$ cat config.mk
export PLATFORM = sky130hd
export DESIGN_NAME = pet_io
export DESIGN_NICKNAME = d
export VERILOG_FILES = /design/src/pet_io_pkg.sv /design/src/pet_io_decode.sv /design/src/pet_io_shadow.sv /design/src/pet_io_kbd_scan.sv /design/src/pet_io_intercept.sv /design/src/pet_io.sv
export SDC_FILE = /design/constraint.sdc
export NUM_CORES = 1
export LEC_CHECK = 0
export BUFFER_PORTS_ARGS = -buffer_cell sky130_fd_sc_hd__buf_2
export CORE_MARGIN = 10
export CORE_UTILIZATION = 38
export CTS_BUF_LIST = sky130_fd_sc_hd__clkbuf_16
export DETAILED_ROUTE_END_ITERATION = 8
export PLACE_DENSITY = 0.89
export SKIP_LAST_GASP = 1
export SLEW_MARGIN = 15
export SYNTH_ARGS = -nofsm -noshare
export SYNTH_HDL_FRONTEND = slang
export SYNTH_SLANG_ARGS = --single-unit
$ cat constraint.sdc
create_clock -name wb_clock_i -period 2.01 [get_ports wb_clock_i]
set_input_delay 0.1005 -clock wb_clock_i [delete_from_list [all_inputs] [get_ports wb_clock_i]]
set_output_delay 0.1005 -clock wb_clock_i [all_outputs]
set_load 0.02 [all_outputs]
$ cat src/pet_io_pkg.sv
`default_nettype none

package pet_io_pkg;

    // CPU bus
    localparam int DATA_WIDTH = 8;
    localparam int ADDR_WIDTH = 16;

    // Upper address byte of the I/O page ($E8xx)
    localparam logic [ADDR_WIDTH-DATA_WIDTH-1:0] IO_PAGE = 8'hE8;

    // Register select widths
    localparam int PIA_RS_WIDTH = 2;                // PIA uses A1..A0
    localparam int VIA_RS_WIDTH = 4;                // VIA uses A3..A0

    // Shadow index is {device code, 4-bit register select}
    localparam int IO_REG_ADDR_WIDTH = 6;
    localparam int IO_REG_COUNT      = 48;          // Three devices of 16 slots each

    // Device codes, upper bits of the shadow index
    localparam logic [IO_REG_ADDR_WIDTH-VIA_RS_WIDTH-1:0] REG_IO_PIA1 = 2'd0;
    localparam logic [IO_REG_ADDR_WIDTH-VIA_RS_WIDTH-1:0] REG_IO_PIA2 = 2'd1;
    localparam logic [IO_REG_ADDR_WIDTH-VIA_RS_WIDTH-1:0] REG_IO_VIA  = 2'd2;

    // PIA register selects
    localparam logic [PIA_RS_WIDTH-1:0] PIA_PORTA = 2'd0;    // Port A data/direction
    localparam logic [PIA_RS_WIDTH-1:0] PIA_PORTB = 2'd2;    // Port B data/direction

    // Shadow slot of PIA1 port A, PIA select zero-extended to 4 bits
    localparam logic [IO_REG_ADDR_WIDTH-1:0] REG_IO_PIA1_PORTA =
        {REG_IO_PIA1, {(VIA_RS_WIDTH-PIA_RS_WIDTH){1'b0}}, PIA_PORTA};

    // Keyboard column field inside PIA1 port A
    localparam int PIA1_PORTA_KEY_A_OUT = 0;        // LSB of column select
    localparam int PIA1_PORTA_KEY_D_OUT = 3;        // MSB of column select

    // Keyboard matrix geometry
    localparam int KBD_COL_COUNT = 10;
    localparam int KBD_ROW_COUNT = 8;
    localparam int KBD_COL_WIDTH = PIA1_PORTA_KEY_D_OUT - PIA1_PORTA_KEY_A_OUT + 1;

    // Active-low matrix, all ones means nothing pressed
    localparam logic [KBD_ROW_COUNT-1:0] ROW_IDLE = '1;

endpackage

`default_nettype wire

$ cat src/pet_io_decode.sv
`timescale 1ns/1ps
`default_nettype none

// Combinational decode of the $E8xx I/O page into PIA/VIA selects
module pet_io_decode import pet_io_pkg::*; (
    input  wire logic [ADDR_WIDTH-1:0]        cpu_addr_i,
    output logic                              pia1_cs_o,      // A4 only
    output logic                              pia2_cs_o,      // A5 only
    output logic                              via_cs_o,       // A6 only
    output logic [PIA_RS_WIDTH-1:0]           pia_rs_o,       // A1..A0
    output logic [IO_REG_ADDR_WIDTH-1:0]      io_reg_addr_o   // Contiguous shadow index
);

    logic                    io_page;                     // Upper byte hits I/O page
    logic [2:0]              dev_sel;                     // A6..A4
    logic [VIA_RS_WIDTH-1:0] via_rs;                      // A3..A0

    assign io_page = (cpu_addr_i[ADDR_WIDTH-1:DATA_WIDTH] == IO_PAGE);
    assign dev_sel = cpu_addr_i[6:4];
    assign via_rs  = cpu_addr_i[VIA_RS_WIDTH-1:0];
    assign pia_rs_o = cpu_addr_i[PIA_RS_WIDTH-1:0];

    // Exactly one of A4..A6 may be set, otherwise nothing is selected
    assign pia1_cs_o = io_page && (dev_sel == 3'b001);
    assign pia2_cs_o = io_page && (dev_sel == 3'b010);
    assign via_cs_o  = io_page && (dev_sel == 3'b100);

    always_comb begin
        // Device code on top, register select below
        if (pia1_cs_o) begin
            io_reg_addr_o = {REG_IO_PIA1, {(VIA_RS_WIDTH-PIA_RS_WIDTH){1'b0}}, pia_rs_o};
        end else if (pia2_cs_o) begin
            io_reg_addr_o = {REG_IO_PIA2, {(VIA_RS_WIDTH-PIA_RS_WIDTH){1'b0}}, pia_rs_o};
        end else if (via_cs_o) begin
            io_reg_addr_o = {REG_IO_VIA, via_rs};         // VIA uses all four select bits
        end else begin
            io_reg_addr_o = '0;                           // Don't care, no select active
        end
    end

endmodule

`default_nettype wire

$ cat src/pet_io_shadow.sv
`timescale 1ns/1ps
`default_nettype none

// Shadow copy of every byte the CPU writes to PIA1, PIA2 and the VIA
module pet_io_shadow import pet_io_pkg::*; (
    input  wire logic                         wb_clock_i,
    input  wire logic                         rst_n_i,
    input  wire logic                         cpu_wr_strobe_i,  // One-cycle pulse in a write
    input  wire logic [DATA_WIDTH-1:0]        cpu_data_i,
    input  wire logic                         pia1_cs_i,
    input  wire logic                         pia2_cs_i,
    input  wire logic                         via_cs_i,
    input  wire logic [IO_REG_ADDR_WIDTH-1:0] io_reg_addr_i,
    output logic      [KBD_COL_WIDTH-1:0]     porta_col_o,      // Latched keyboard column
    output logic                              io_wr_busy_o      // Strobed I/O write this cycle
);

    logic [IO_REG_COUNT-1:0][DATA_WIDTH-1:0] shadow_regs;
    logic                                    io_access;
    logic                                    io_wr;

    assign io_access = pia1_cs_i || pia2_cs_i || via_cs_i;
    assign io_wr     = io_access && cpu_wr_strobe_i;

    // Scan stage freezes while this is high
    assign io_wr_busy_o = io_wr;

    always_ff @(posedge wb_clock_i or negedge rst_n_i) begin
        if (!rst_n_i) begin
            shadow_regs <= '0;
        end else if (io_wr) begin
            shadow_regs[io_reg_addr_i] <= cpu_data_i;     // Index never exceeds 47
        end
    end

    // Column field of PIA1 port A, visible the cycle after the write edge
    assign porta_col_o =
        shadow_regs[REG_IO_PIA1_PORTA][PIA1_PORTA_KEY_D_OUT:PIA1_PORTA_KEY_A_OUT];

endmodule

`default_nettype wire

$ cat src/pet_io_kbd_scan.sv
`timescale 1ns/1ps
`default_nettype none

// Two-stage column select and USB matrix lookup
module pet_io_kbd_scan import pet_io_pkg::*; (
    input  wire logic                                   wb_clock_i,
    input  wire logic                                   rst_n_i,
    input  wire logic                                   io_wr_busy_i,   // Hold during writes
    input  wire logic [KBD_COL_WIDTH-1:0]               porta_col_i,
    input  wire logic [KBD_COL_COUNT*KBD_ROW_COUNT-1:0] usb_kbd_i,      // Column c at c*8 +: 8
    output logic      [KBD_ROW_COUNT-1:0]               row_data_o
);

    logic [KBD_COL_WIDTH-1:0] selected_col;    // First stage
    logic [KBD_ROW_COUNT-1:0] row_lookup;      // Wide mux output

    // Columns 10..15 do not exist on the PET matrix
    always_comb begin
        if (selected_col < KBD_COL_COUNT) begin
            row_lookup = usb_kbd_i[selected_col*KBD_ROW_COUNT +: KBD_ROW_COUNT];
        end else begin
            row_lookup = ROW_IDLE;
        end
    end

    // Registering the select first keeps the shadow read off the mux path
    always_ff @(posedge wb_clock_i or negedge rst_n_i) begin
        if (!rst_n_i) begin
            selected_col <= '0;
            row_data_o   <= ROW_IDLE;                  // No key down after reset
        end else if (!io_wr_busy_i) begin
            selected_col <= porta_col_i;
            row_data_o   <= row_lookup;                // Uses previous column select
        end
    end

endmodule

`default_nettype wire

$ cat src/pet_io_intercept.sv
`timescale 1ns/1ps
`default_nettype none

// Replaces PIA1 port B read data with the USB keyboard row
module pet_io_intercept import pet_io_pkg::*; (
    input  wire logic                     wb_clock_i,
    input  wire logic                     rst_n_i,
    input  wire logic                     cpu_be_i,       // Bus cycle enable
    input  wire logic                     cpu_we_i,       // High for write cycles
    input  wire logic                     pia1_cs_i,
    input  wire logic [PIA_RS_WIDTH-1:0]  pia_rs_i,
    input  wire logic [KBD_ROW_COUNT-1:0] row_data_i,     // From scan stage
    output logic      [DATA_WIDTH-1:0]    cpu_data_o,
    output logic                          cpu_data_oe_o   // Drive bus, one cycle
);

    logic cpu_rd;         // Read cycle on the bus
    logic portb_rd;       // Read of PIA1 port B
    logic key_down;       // Selected row has a pressed key

    assign cpu_rd   = cpu_be_i && !cpu_we_i;
    assign portb_rd = cpu_rd && pia1_cs_i && (pia_rs_i == PIA_PORTB);
    assign key_down = (row_data_i != ROW_IDLE);

    always_ff @(posedge wb_clock_i or negedge rst_n_i) begin
        if (!rst_n_i) begin
            cpu_data_o    <= '0;
            cpu_data_oe_o <= 1'b0;
        end else begin
            cpu_data_oe_o <= 1'b0;                    // Default, pulse only

            if (portb_rd) begin
                // Row byte is always loaded
                cpu_data_o    <= row_data_i;
                cpu_data_oe_o <= key_down;            // Real PIA answers when idle
            end
        end
    end

endmodule

`default_nettype wire

$ cat src/pet_io.sv
`timescale 1ns/1ps
`default_nettype none

// PET I/O intercept, decode -> shadow -> scan -> intercept
module pet_io import pet_io_pkg::*; (
    input  wire logic                                   wb_clock_i,
    input  wire logic                                   rst_n_i,
    input  wire logic [ADDR_WIDTH-1:0]                  cpu_addr_i,
    input  wire logic                                   cpu_be_i,
    input  wire logic                                   cpu_we_i,
    input  wire logic                                   cpu_wr_strobe_i,
    input  wire logic [DATA_WIDTH-1:0]                  cpu_data_i,
    input  wire logic [KBD_COL_COUNT*KBD_ROW_COUNT-1:0] usb_kbd_i,       // USB key matrix
    output logic      [DATA_WIDTH-1:0]                  cpu_data_o,
    output logic                                        cpu_data_oe_o
);

    logic                         pia1_cs;
    logic                         pia2_cs;
    logic                         via_cs;
    logic [PIA_RS_WIDTH-1:0]      pia_rs;
    logic [IO_REG_ADDR_WIDTH-1:0] io_reg_addr;
    logic [KBD_COL_WIDTH-1:0]     porta_col;      // Shadowed column field
    logic                         io_wr_busy;
    logic [KBD_ROW_COUNT-1:0]     row_data;       // Row of selected column

    pet_io_decode u_decode (
        .cpu_addr_i    (cpu_addr_i),
        .pia1_cs_o     (pia1_cs),
        .pia2_cs_o     (pia2_cs),
        .via_cs_o      (via_cs),
        .pia_rs_o      (pia_rs),
        .io_reg_addr_o (io_reg_addr)
    );

    pet_io_shadow u_shadow (
        .wb_clock_i      (wb_clock_i),
        .rst_n_i         (rst_n_i),
        .cpu_wr_strobe_i (cpu_wr_strobe_i),
        .cpu_data_i      (cpu_data_i),
        .pia1_cs_i       (pia1_cs),
        .pia2_cs_i       (pia2_cs),
        .via_cs_i        (via_cs),
        .io_reg_addr_i   (io_reg_addr),
        .porta_col_o     (porta_col),
        .io_wr_busy_o    (io_wr_busy)
    );

    pet_io_kbd_scan u_kbd_scan (
        .wb_clock_i   (wb_clock_i),
        .rst_n_i      (rst_n_i),
        .io_wr_busy_i (io_wr_busy),
        .porta_col_i  (porta_col),
        .usb_kbd_i    (usb_kbd_i),
        .row_data_o   (row_data)
    );

    pet_io_intercept u_intercept (
        .wb_clock_i    (wb_clock_i),
        .rst_n_i       (rst_n_i),
        .cpu_be_i      (cpu_be_i),
        .cpu_we_i      (cpu_we_i),
        .pia1_cs_i     (pia1_cs),
        .pia_rs_i      (pia_rs),
        .row_data_i    (row_data),
        .cpu_data_o    (cpu_data_o),
        .cpu_data_oe_o (cpu_data_oe_o)
    );

endmodule

`default_nettype wire

==> flow_summary.json, run 1 <==
{
  "final_common_cell": "buf_2",
  "cts_sinks": 25,
  "syn-num-nets": 243,
  "ys_ff_latch": 25,
  "via_count": 1502,
  "grt_first_pass_wirelength_um": 8420,
  "crit_path_start_kind": "flip-flop",
  "synth-edff-count": 0,
  "ios": 118,
  "dp_slack_ns": -0.0383,
  "cts_hold_buf": 1,
  "endpoint_kind": "flip-flop",
  "first_pass_iters": 4,
  "rsz0062_at_grt": "false",
  "gp_congestion": 0.723,
  "top_layer_used": "met4",
  "ant_nets": 0,
  "ys.flop_type": "dfrtp_1",
  "finalNetCount": 353,
  "status": "completed",
  "cts_resized": 0,
  "drcViolationCount": 0,
  "wl_met1_um": 1890,
  "core_um2": 4380,
  "layout-drive-gt1-share_pct": 68.3,
  "p_leak_nw": 1.26,
  "p_per_area_nw_per_um2": 464,
  "rows": 24,
  "dr.first_iter.drc_count": 34,
  "clkTransAtPathRegs_ns": 0.06,
  "hold_violations": 0,
  "cts-root-buf": "clkbuf_16",
  "avgSynthCellArea_um2": 13.0,
  "layout_common_cells": "110 x buf_2, 17 x dfrtp_1, 16 x mux4_2, 16 x mux2i_1, 14 x mux2_2",
  "max_slew_margin_pct": 64.9,
  "yosysSeqAreaShare_pct": 36.5,
  "insertion_delay_ns": 0.26,
  "total_power_mw": 1.13,
  "tightestPinTransition_ns": 0.526,
  "via_per_inst": 5.09,
  "path_class": "flip-flop to flip-flop",
  "cts-buffers-inserted": 3,
  "hold_path.class": "input port to flip-flop",
  "setup_viol": 0,
  "yosysWarnings": 0,
  "report.final.slew_viol_count": 0,
  "tritoncts": "yes",
  "synth_area_um2": 1740,
  "wl_met2_um": 2840,
  "async_flop_share_pct": 100,
  "finalSetupTns_ns": 0,
  "worst-path-max-fanout": 10,
  "cts_setup_buffers": 0,
  "arrival_ns": 1.98,
  "hpwl_um": 4830,
  "ir_drop_uv": 288,
  "fmax_ghz": 0.554,
  "grt_pass1_vias": 1792,
  "die_h_um": 87.7,
  "worstPathRequired_ns": 2.19,
  "insertedDiodeCount": 0,
  "track_usage_pct": 14.0,
  "synth.distinct_cells": 24,
  "cts_max_path_buffers": 2,
  "grt-ovfl-total": 0,
  "start_util_pct": 39.7,
  "wl_per_cell_um": 18.3,
  "fin_ws_ns": 0.204,
  "area.growth.synth_to_final_pct": 40.0,
  "period_share_pct": 89.8,
  "drv_cap": 0,
  "die_w_um": 87.7,
  "portBuffers": 110,
  "grt_start_max_net_pins": 26,
  "wl_um": 5390,
  "die_area_um2": 7690,
  "wl_met3_um": 571,
  "htreeDepth": 1,
  "synth_cells": 134,
  "fin_skew_ns": 0.00248,
  "antenna_found_initial": 0,
  "period_minus_slack_ns": 1.81
}
through the flow:
step           cells  utilization [%]  hold WS [ns]  cell area, um^2
5_1_grt          295             55.6        0.0722             2440
4_1_cts          295             55.6        0.0683             2440
2_1_floorplan    134                -        -0.195             1740
3_5_place_dp     290             53.6         0.113             2350
6_report         295             55.6        0.0716             2440
3_3_place_gp     290             53.6        0.0972             2350
power breakdown:
group	internal (mW)	switching (mW)
Sequential	0.519	0.00700
Combinational	0.112	0.0607
Clock	0.266	0.166
Total	0.897	0.234
sequential cells by signal, indices dropped and copies added (netlist names):
register	count
u_intercept.cpu_data_o	8
u_kbd_scan.row_data_o	8
u_kbd_scan.selected_col	4
u_shadow.porta_col_o	4
u_intercept.cpu_data_oe_o	1
cell usage after synthesis (3+ instances only):
cell type   n  share of area [%]
dfrtp_1    17                 24
mux2i_1    16                9.2
mux4_2     16                 21
mux2_2     14                9.1
mux2_4     10                8.6
o21ai_0    10                2.9
inv_1       9                1.9
dfstp_2     8                 12
nand3_1     8                2.3
buf_2       4                1.2
clkbuf_1    4               0.86
nor2_1      3               0.65
cells by family (layout without fill, tap and decap cells):
logic type             after synthesis  after routing  share of synthesized area, %
XOR/XNOR                             1              1                         0.503
AO/OA/AOI/OAI                       10             10                          2.88
multiplexers                        56             56                          47.6
flip-flops                          25             25                          36.5
buffers and inverters               20            129                          5.25
AND/OR/NAND/NOR                     22             22                          7.26
worst max-delay path, cell delays in order, from the launching register on:
cell and delay (ns):
dfrtp_1 0.40, buf_4 0.24, mux4_2 0.52, mux2_2 0.28
o21ai_0 0.19, mux2i_1 0.10
final timing paths:
| kind | slack (ns) | cells past startpoint | end | from |
|---|---|---|---|---|
| worst max-delay path | 0.20 | 5 | u_kbd_scan.row_data_o[6]$_DFFE_PN1N_ | u_kbd_scan.selected_col[0]$_DFFE_PN0N_ |
| worst min-delay path | 0.07 | 2 | u_shadow.porta_col_o[0]$_DFFE_PN0P_ | cpu_data_i[0] |
| worst max register to register | 0.20 | 5 | u_kbd_scan.row_data_o[6]$_DFFE_PN1N_ | u_kbd_scan.selected_col[0]$_DFFE_PN0N_ |
| worst min register to register | 0.47 | 2 | u_kbd_scan.row_data_o[1]$_DFFE_PN1N_ | u_kbd_scan.row_data_o[1]$_DFFE_PN1N_ |
| max in group asynchronous | 1.29 | 2 | u_kbd_scan.row_data_o[4]$_DFFE_PN1N_ | rst_n_i |
| min in group asynchronous | 0.35 | 2 | u_intercept.cpu_data_o[3]$_DFFE_PN0P_ | rst_n_i |
layer usage:
metal | vias to the layer above | GRT usage [%]
li1 | 724 | -
met1 | 692 | 14.0
met2 | 77 | 25.0
met3 | 9 | 6.69
met4 | 0 | 4.49
met5 | - | 0
area by class of cell:
type	instances	area, um^2
inverters	9	33.8
flip-flops and latches	25	636
multi-input cells	89	1010
fillers	397	1950
well taps	52	65.1
repair buffers	116	611
clock buffers	3	75.1
clock inverters	1	3.75
Power figures use the tool's default switching activity.
==> run 2: changes to the inputs <==
CORE_UTILIZATION = 39   (was 38)
GPL_TIMING_DRIVEN = 0   (was not set)
SYNTH_HIERARCHICAL = 1   (was not set)
clock period = 1.6 ns   (was 2.01 ns; I/O delays follow)
==> flow_summary.json, run 2 <==
{
  "ant_nets": 0,
  "clkTransAtPathRegs_ns": 0.06,
  "tightestPinTransition_ns": 0.578,
  "insertedDiodeCount": 0,
  "path_class": "input port to flip-flop",
  "cts_sinks": 25,
  "grt_start_max_net_pins": 26,
  "via_per_inst": 5.20,
  "hpwl_um": 5100,
  "synth-edff-count": 0,
  "rrSetupSlack_ns": -0.05,
  "synth.largest_area_cell": "dfrtp_1",
  "synth_common_cells": "31 x mux2i_1, 17 x dfrtp_1, 12 x mux2_2, 11 x nand2_1, 10 x o22ai_1",
  "final_common_cell": "buf_2",
  "wl_per_cell_um": 18.0,
  "period_share_pct": 111,
  "syn-num-nets": 282,
  "reg_top3": "u_intercept/cpu_data_o (8), u_kbd_scan/row_data_o (8)",
  "arrival_ns": 1.92,
  "p_per_area_nw_per_um2": 536,
  "endpoint_kind": "flip-flop",
  "insertion_delay_ns": 0.26,
  "failed_checks": "setup timing",
  "critPathCapture": "u_intercept/cpu_data_o[7]$_DFFE_PN0P_",
  "die_area_um2": 8110,
  "fin_ws_ns": -0.179,
  "setup_viol": 25,
  "period_minus_slack_ns": 1.78,
  "ir_drop_uv": 488,
  "grt-ovfl-total": 0,
  "start_util_pct": 40.3,
  "synth_cells": 173,
  "drv_cap": 0,
  "cts-root-buf": "clkbuf_16",
  "report.final.slew_viol_count": 0,
  "dp_slack_ns": -0.659,
  "grt_pass1_vias": 2210,
  "yosysSeqAreaShare_pct": 33.2,
  "ys.flop_type": "dfrtp_1",
  "first_pass_iters": 4,
  "tritoncts": "yes",
  "dp_cells": 352,
  "reg2reg_from": "u_kbd_scan/selected_col[2]$_DFFE_PN0N_",
  "synth_area_um2": 1910,
  "grt_first_pass_wirelength_um": 10600,
  "gp_congestion": 0.795,
  "finalNonFillerCells": 366,
  "finalNetCount": 409,
  "area.growth.synth_to_final_pct": 55.1,
  "placed_cell_area_um2": 2620,
  "ios": 118,
  "crit_path_start_kind": "input port",
  "layout_common_cells": "112 x buf_2, 31 x mux2i_1, 17 x dfrtp_1, 16 x mux2_4",
  "die_h_um": 90.1,
  "synth.distinct_cells": 45,
  "fin_skew_ns": 0.00289,
  "worstPathRequired_ns": 1.74,
  "hold_path.class": "input port to flip-flop",
  "layout-drive-gt1-share_pct": 63.9,
  "drcViolationCount": 0,
  "total_power_mw": 1.59,
  "dr.first_iter.drc_count": 76,
  "wl_um": 6570,
  "yosysWarnings": 6,
  "htreeDepth": 1,
  "status": "finished, violations left",
  "cts_max_path_buffers": 2,
  "cts-buffers-inserted": 3,
  "track_usage_pct": 15.4,
  "die_w_um": 90.1,
  "avgSynthCellArea_um2": 11.1,
  "synth.top_cell.area_share_pct": 22.2,
  "fmax_ghz": 0.562,
  "fin_area_um2": 2970,
  "portBuffers": 112,
  "worst-path-max-fanout": 5,
  "antenna_found_initial": 0,
  "synth_most_common_cell": "mux2i_1",
  "async_flop_share_pct": 100,
  "core_um2": 4750,
  "ys_ff_latch": 25,
  "hold_violations": 0,
  "reg2reg_depth": 5,
  "netlist_top_cells_area": "dfrtp_1 22%, mux2i_1 16%, dfstp_2 11%",
  "p_leak_nw": 1.38,
  "rows": 25,
  "crit_path_start": "cpu_addr_i[10]",
  "max_slew_margin_pct": 61.5,
  "rsz0062_at_grt": "true",
  "via_count": 1902,
  "rr_endpoint": "u_kbd_scan/row_data_o[3]$_DFFE_PN1N_"
}
==> run 2: cell types whose count changed in the layout (fill, tap and decap cells not counted), moves of 6 or more <==
cell / previous run / this run
mux2i_1: 16 / 31
mux4_2: 16 / 2
mux2_2: 14 / 3
o21ai_0: 10 / 0
o22ai_1: 0 / 10
nand2_1: 1 / 10
nand3_1: 8 / 0
buf_6: 0 / 7
mux2_4: 10 / 16
==> run 2: what timing repair did <==
action / 4_1_cts / 5_1_grt
hold buffers: 1 / 0
endpoints found under the setup margin: 25 / 25
pin swaps: 5 / 10
setup buffers: 6 / 2
gates resized for setup: 18 / 21
cloned: 2 / 0
endpoints found under the hold margin: 17 / 0
==> run 2: worst max-delay path, cell delays in order <==
cell      delay (ns)
buf_6           0.09
nand4b_4        0.15
or4_4           0.51
nor4b_4         0.26
buf_4           0.16
nand4b_4        0.16
nor2_8          0.19
mux2_4          0.32
==> run 2: cell type report <==
| cell class | count | area (um^2) |
|---|---|---|
| fillers | 396 | 1790 |
| multi-input cells | 132 | 1380 |
| repair buffers | 121 | 657 |
| flip-flops and latches | 25 | 636 |
| plain buffers | 12 | 110 |
| well taps | 67 | 83.8 |
| clock buffers | 3 | 75.1 |
| inverters | 5 | 18.8 |
| clock inverters | 1 | 7.51 |
==> run 2: report_power, final <==
part	internal (mW)	leakage [nW]	total [mW]	switching [mW]
clock network	0.339	0.0371	0.563	0.224
registers	0.663	0.321	0.681	0.0179
logic	0.198	1.02	0.348	0.150
==> run 2: logic make-up after synthesis <==
kind of cell	after synthesis	share of synthesized area [%]
multiplexers	53	31.1
AND/OR/NAND/NOR	46	18.3
AO/OA/AOI/OAI	31	11.4
flip-flops	25	33.2
buffers and inverters	17	5.55
XOR/XNOR	1	0.458
==> run 2: worst min path at each step <==
stage,end,from,cells past startpoint,slack (ns)
5_1_grt,u_shadow/porta_col_o[3]$_DFFE_PN0P_,cpu_data_i[3],2,0.05
2_1_floorplan,u_intercept/cpu_data_o[0]$_DFFE_PN0P_,rst_n_i,0,-0.22
3_3_place_gp,u_intercept/cpu_data_o[0]$_DFFE_PN0P_,rst_n_i,1,0.09
6_report,u_shadow/porta_col_o[3]$_DFFE_PN0P_,cpu_data_i[3],2,0.05
4_1_cts,u_shadow/porta_col_o[1]$_DFFE_PN0P_,cpu_data_i[1],2,0.05
3_5_place_dp,u_intercept/cpu_data_o[1]$_DFFE_PN0P_,rst_n_i,1,0.1
==> run 2: layer usage <==
layer	track usage (%)	part of all wire, %
met1	17.5	41
met5	0	0
met4	3.18	1.4
met2	27.5	51
met3	4.99	6.9
==> run 2: metrics by stage <==
stage                     util (%)  setup TNS (ns)  hold WS (ns)
after detailed placement      55.1          -13.64        0.0960
after CTS                     60.0           -3.90        0.0494
after global routing          62.4           -5.66        0.0547
final                         62.4           -3.66        0.0515
after floorplan                  -           -5.91        -0.216
after global placement        55.1          -12.23        0.0852
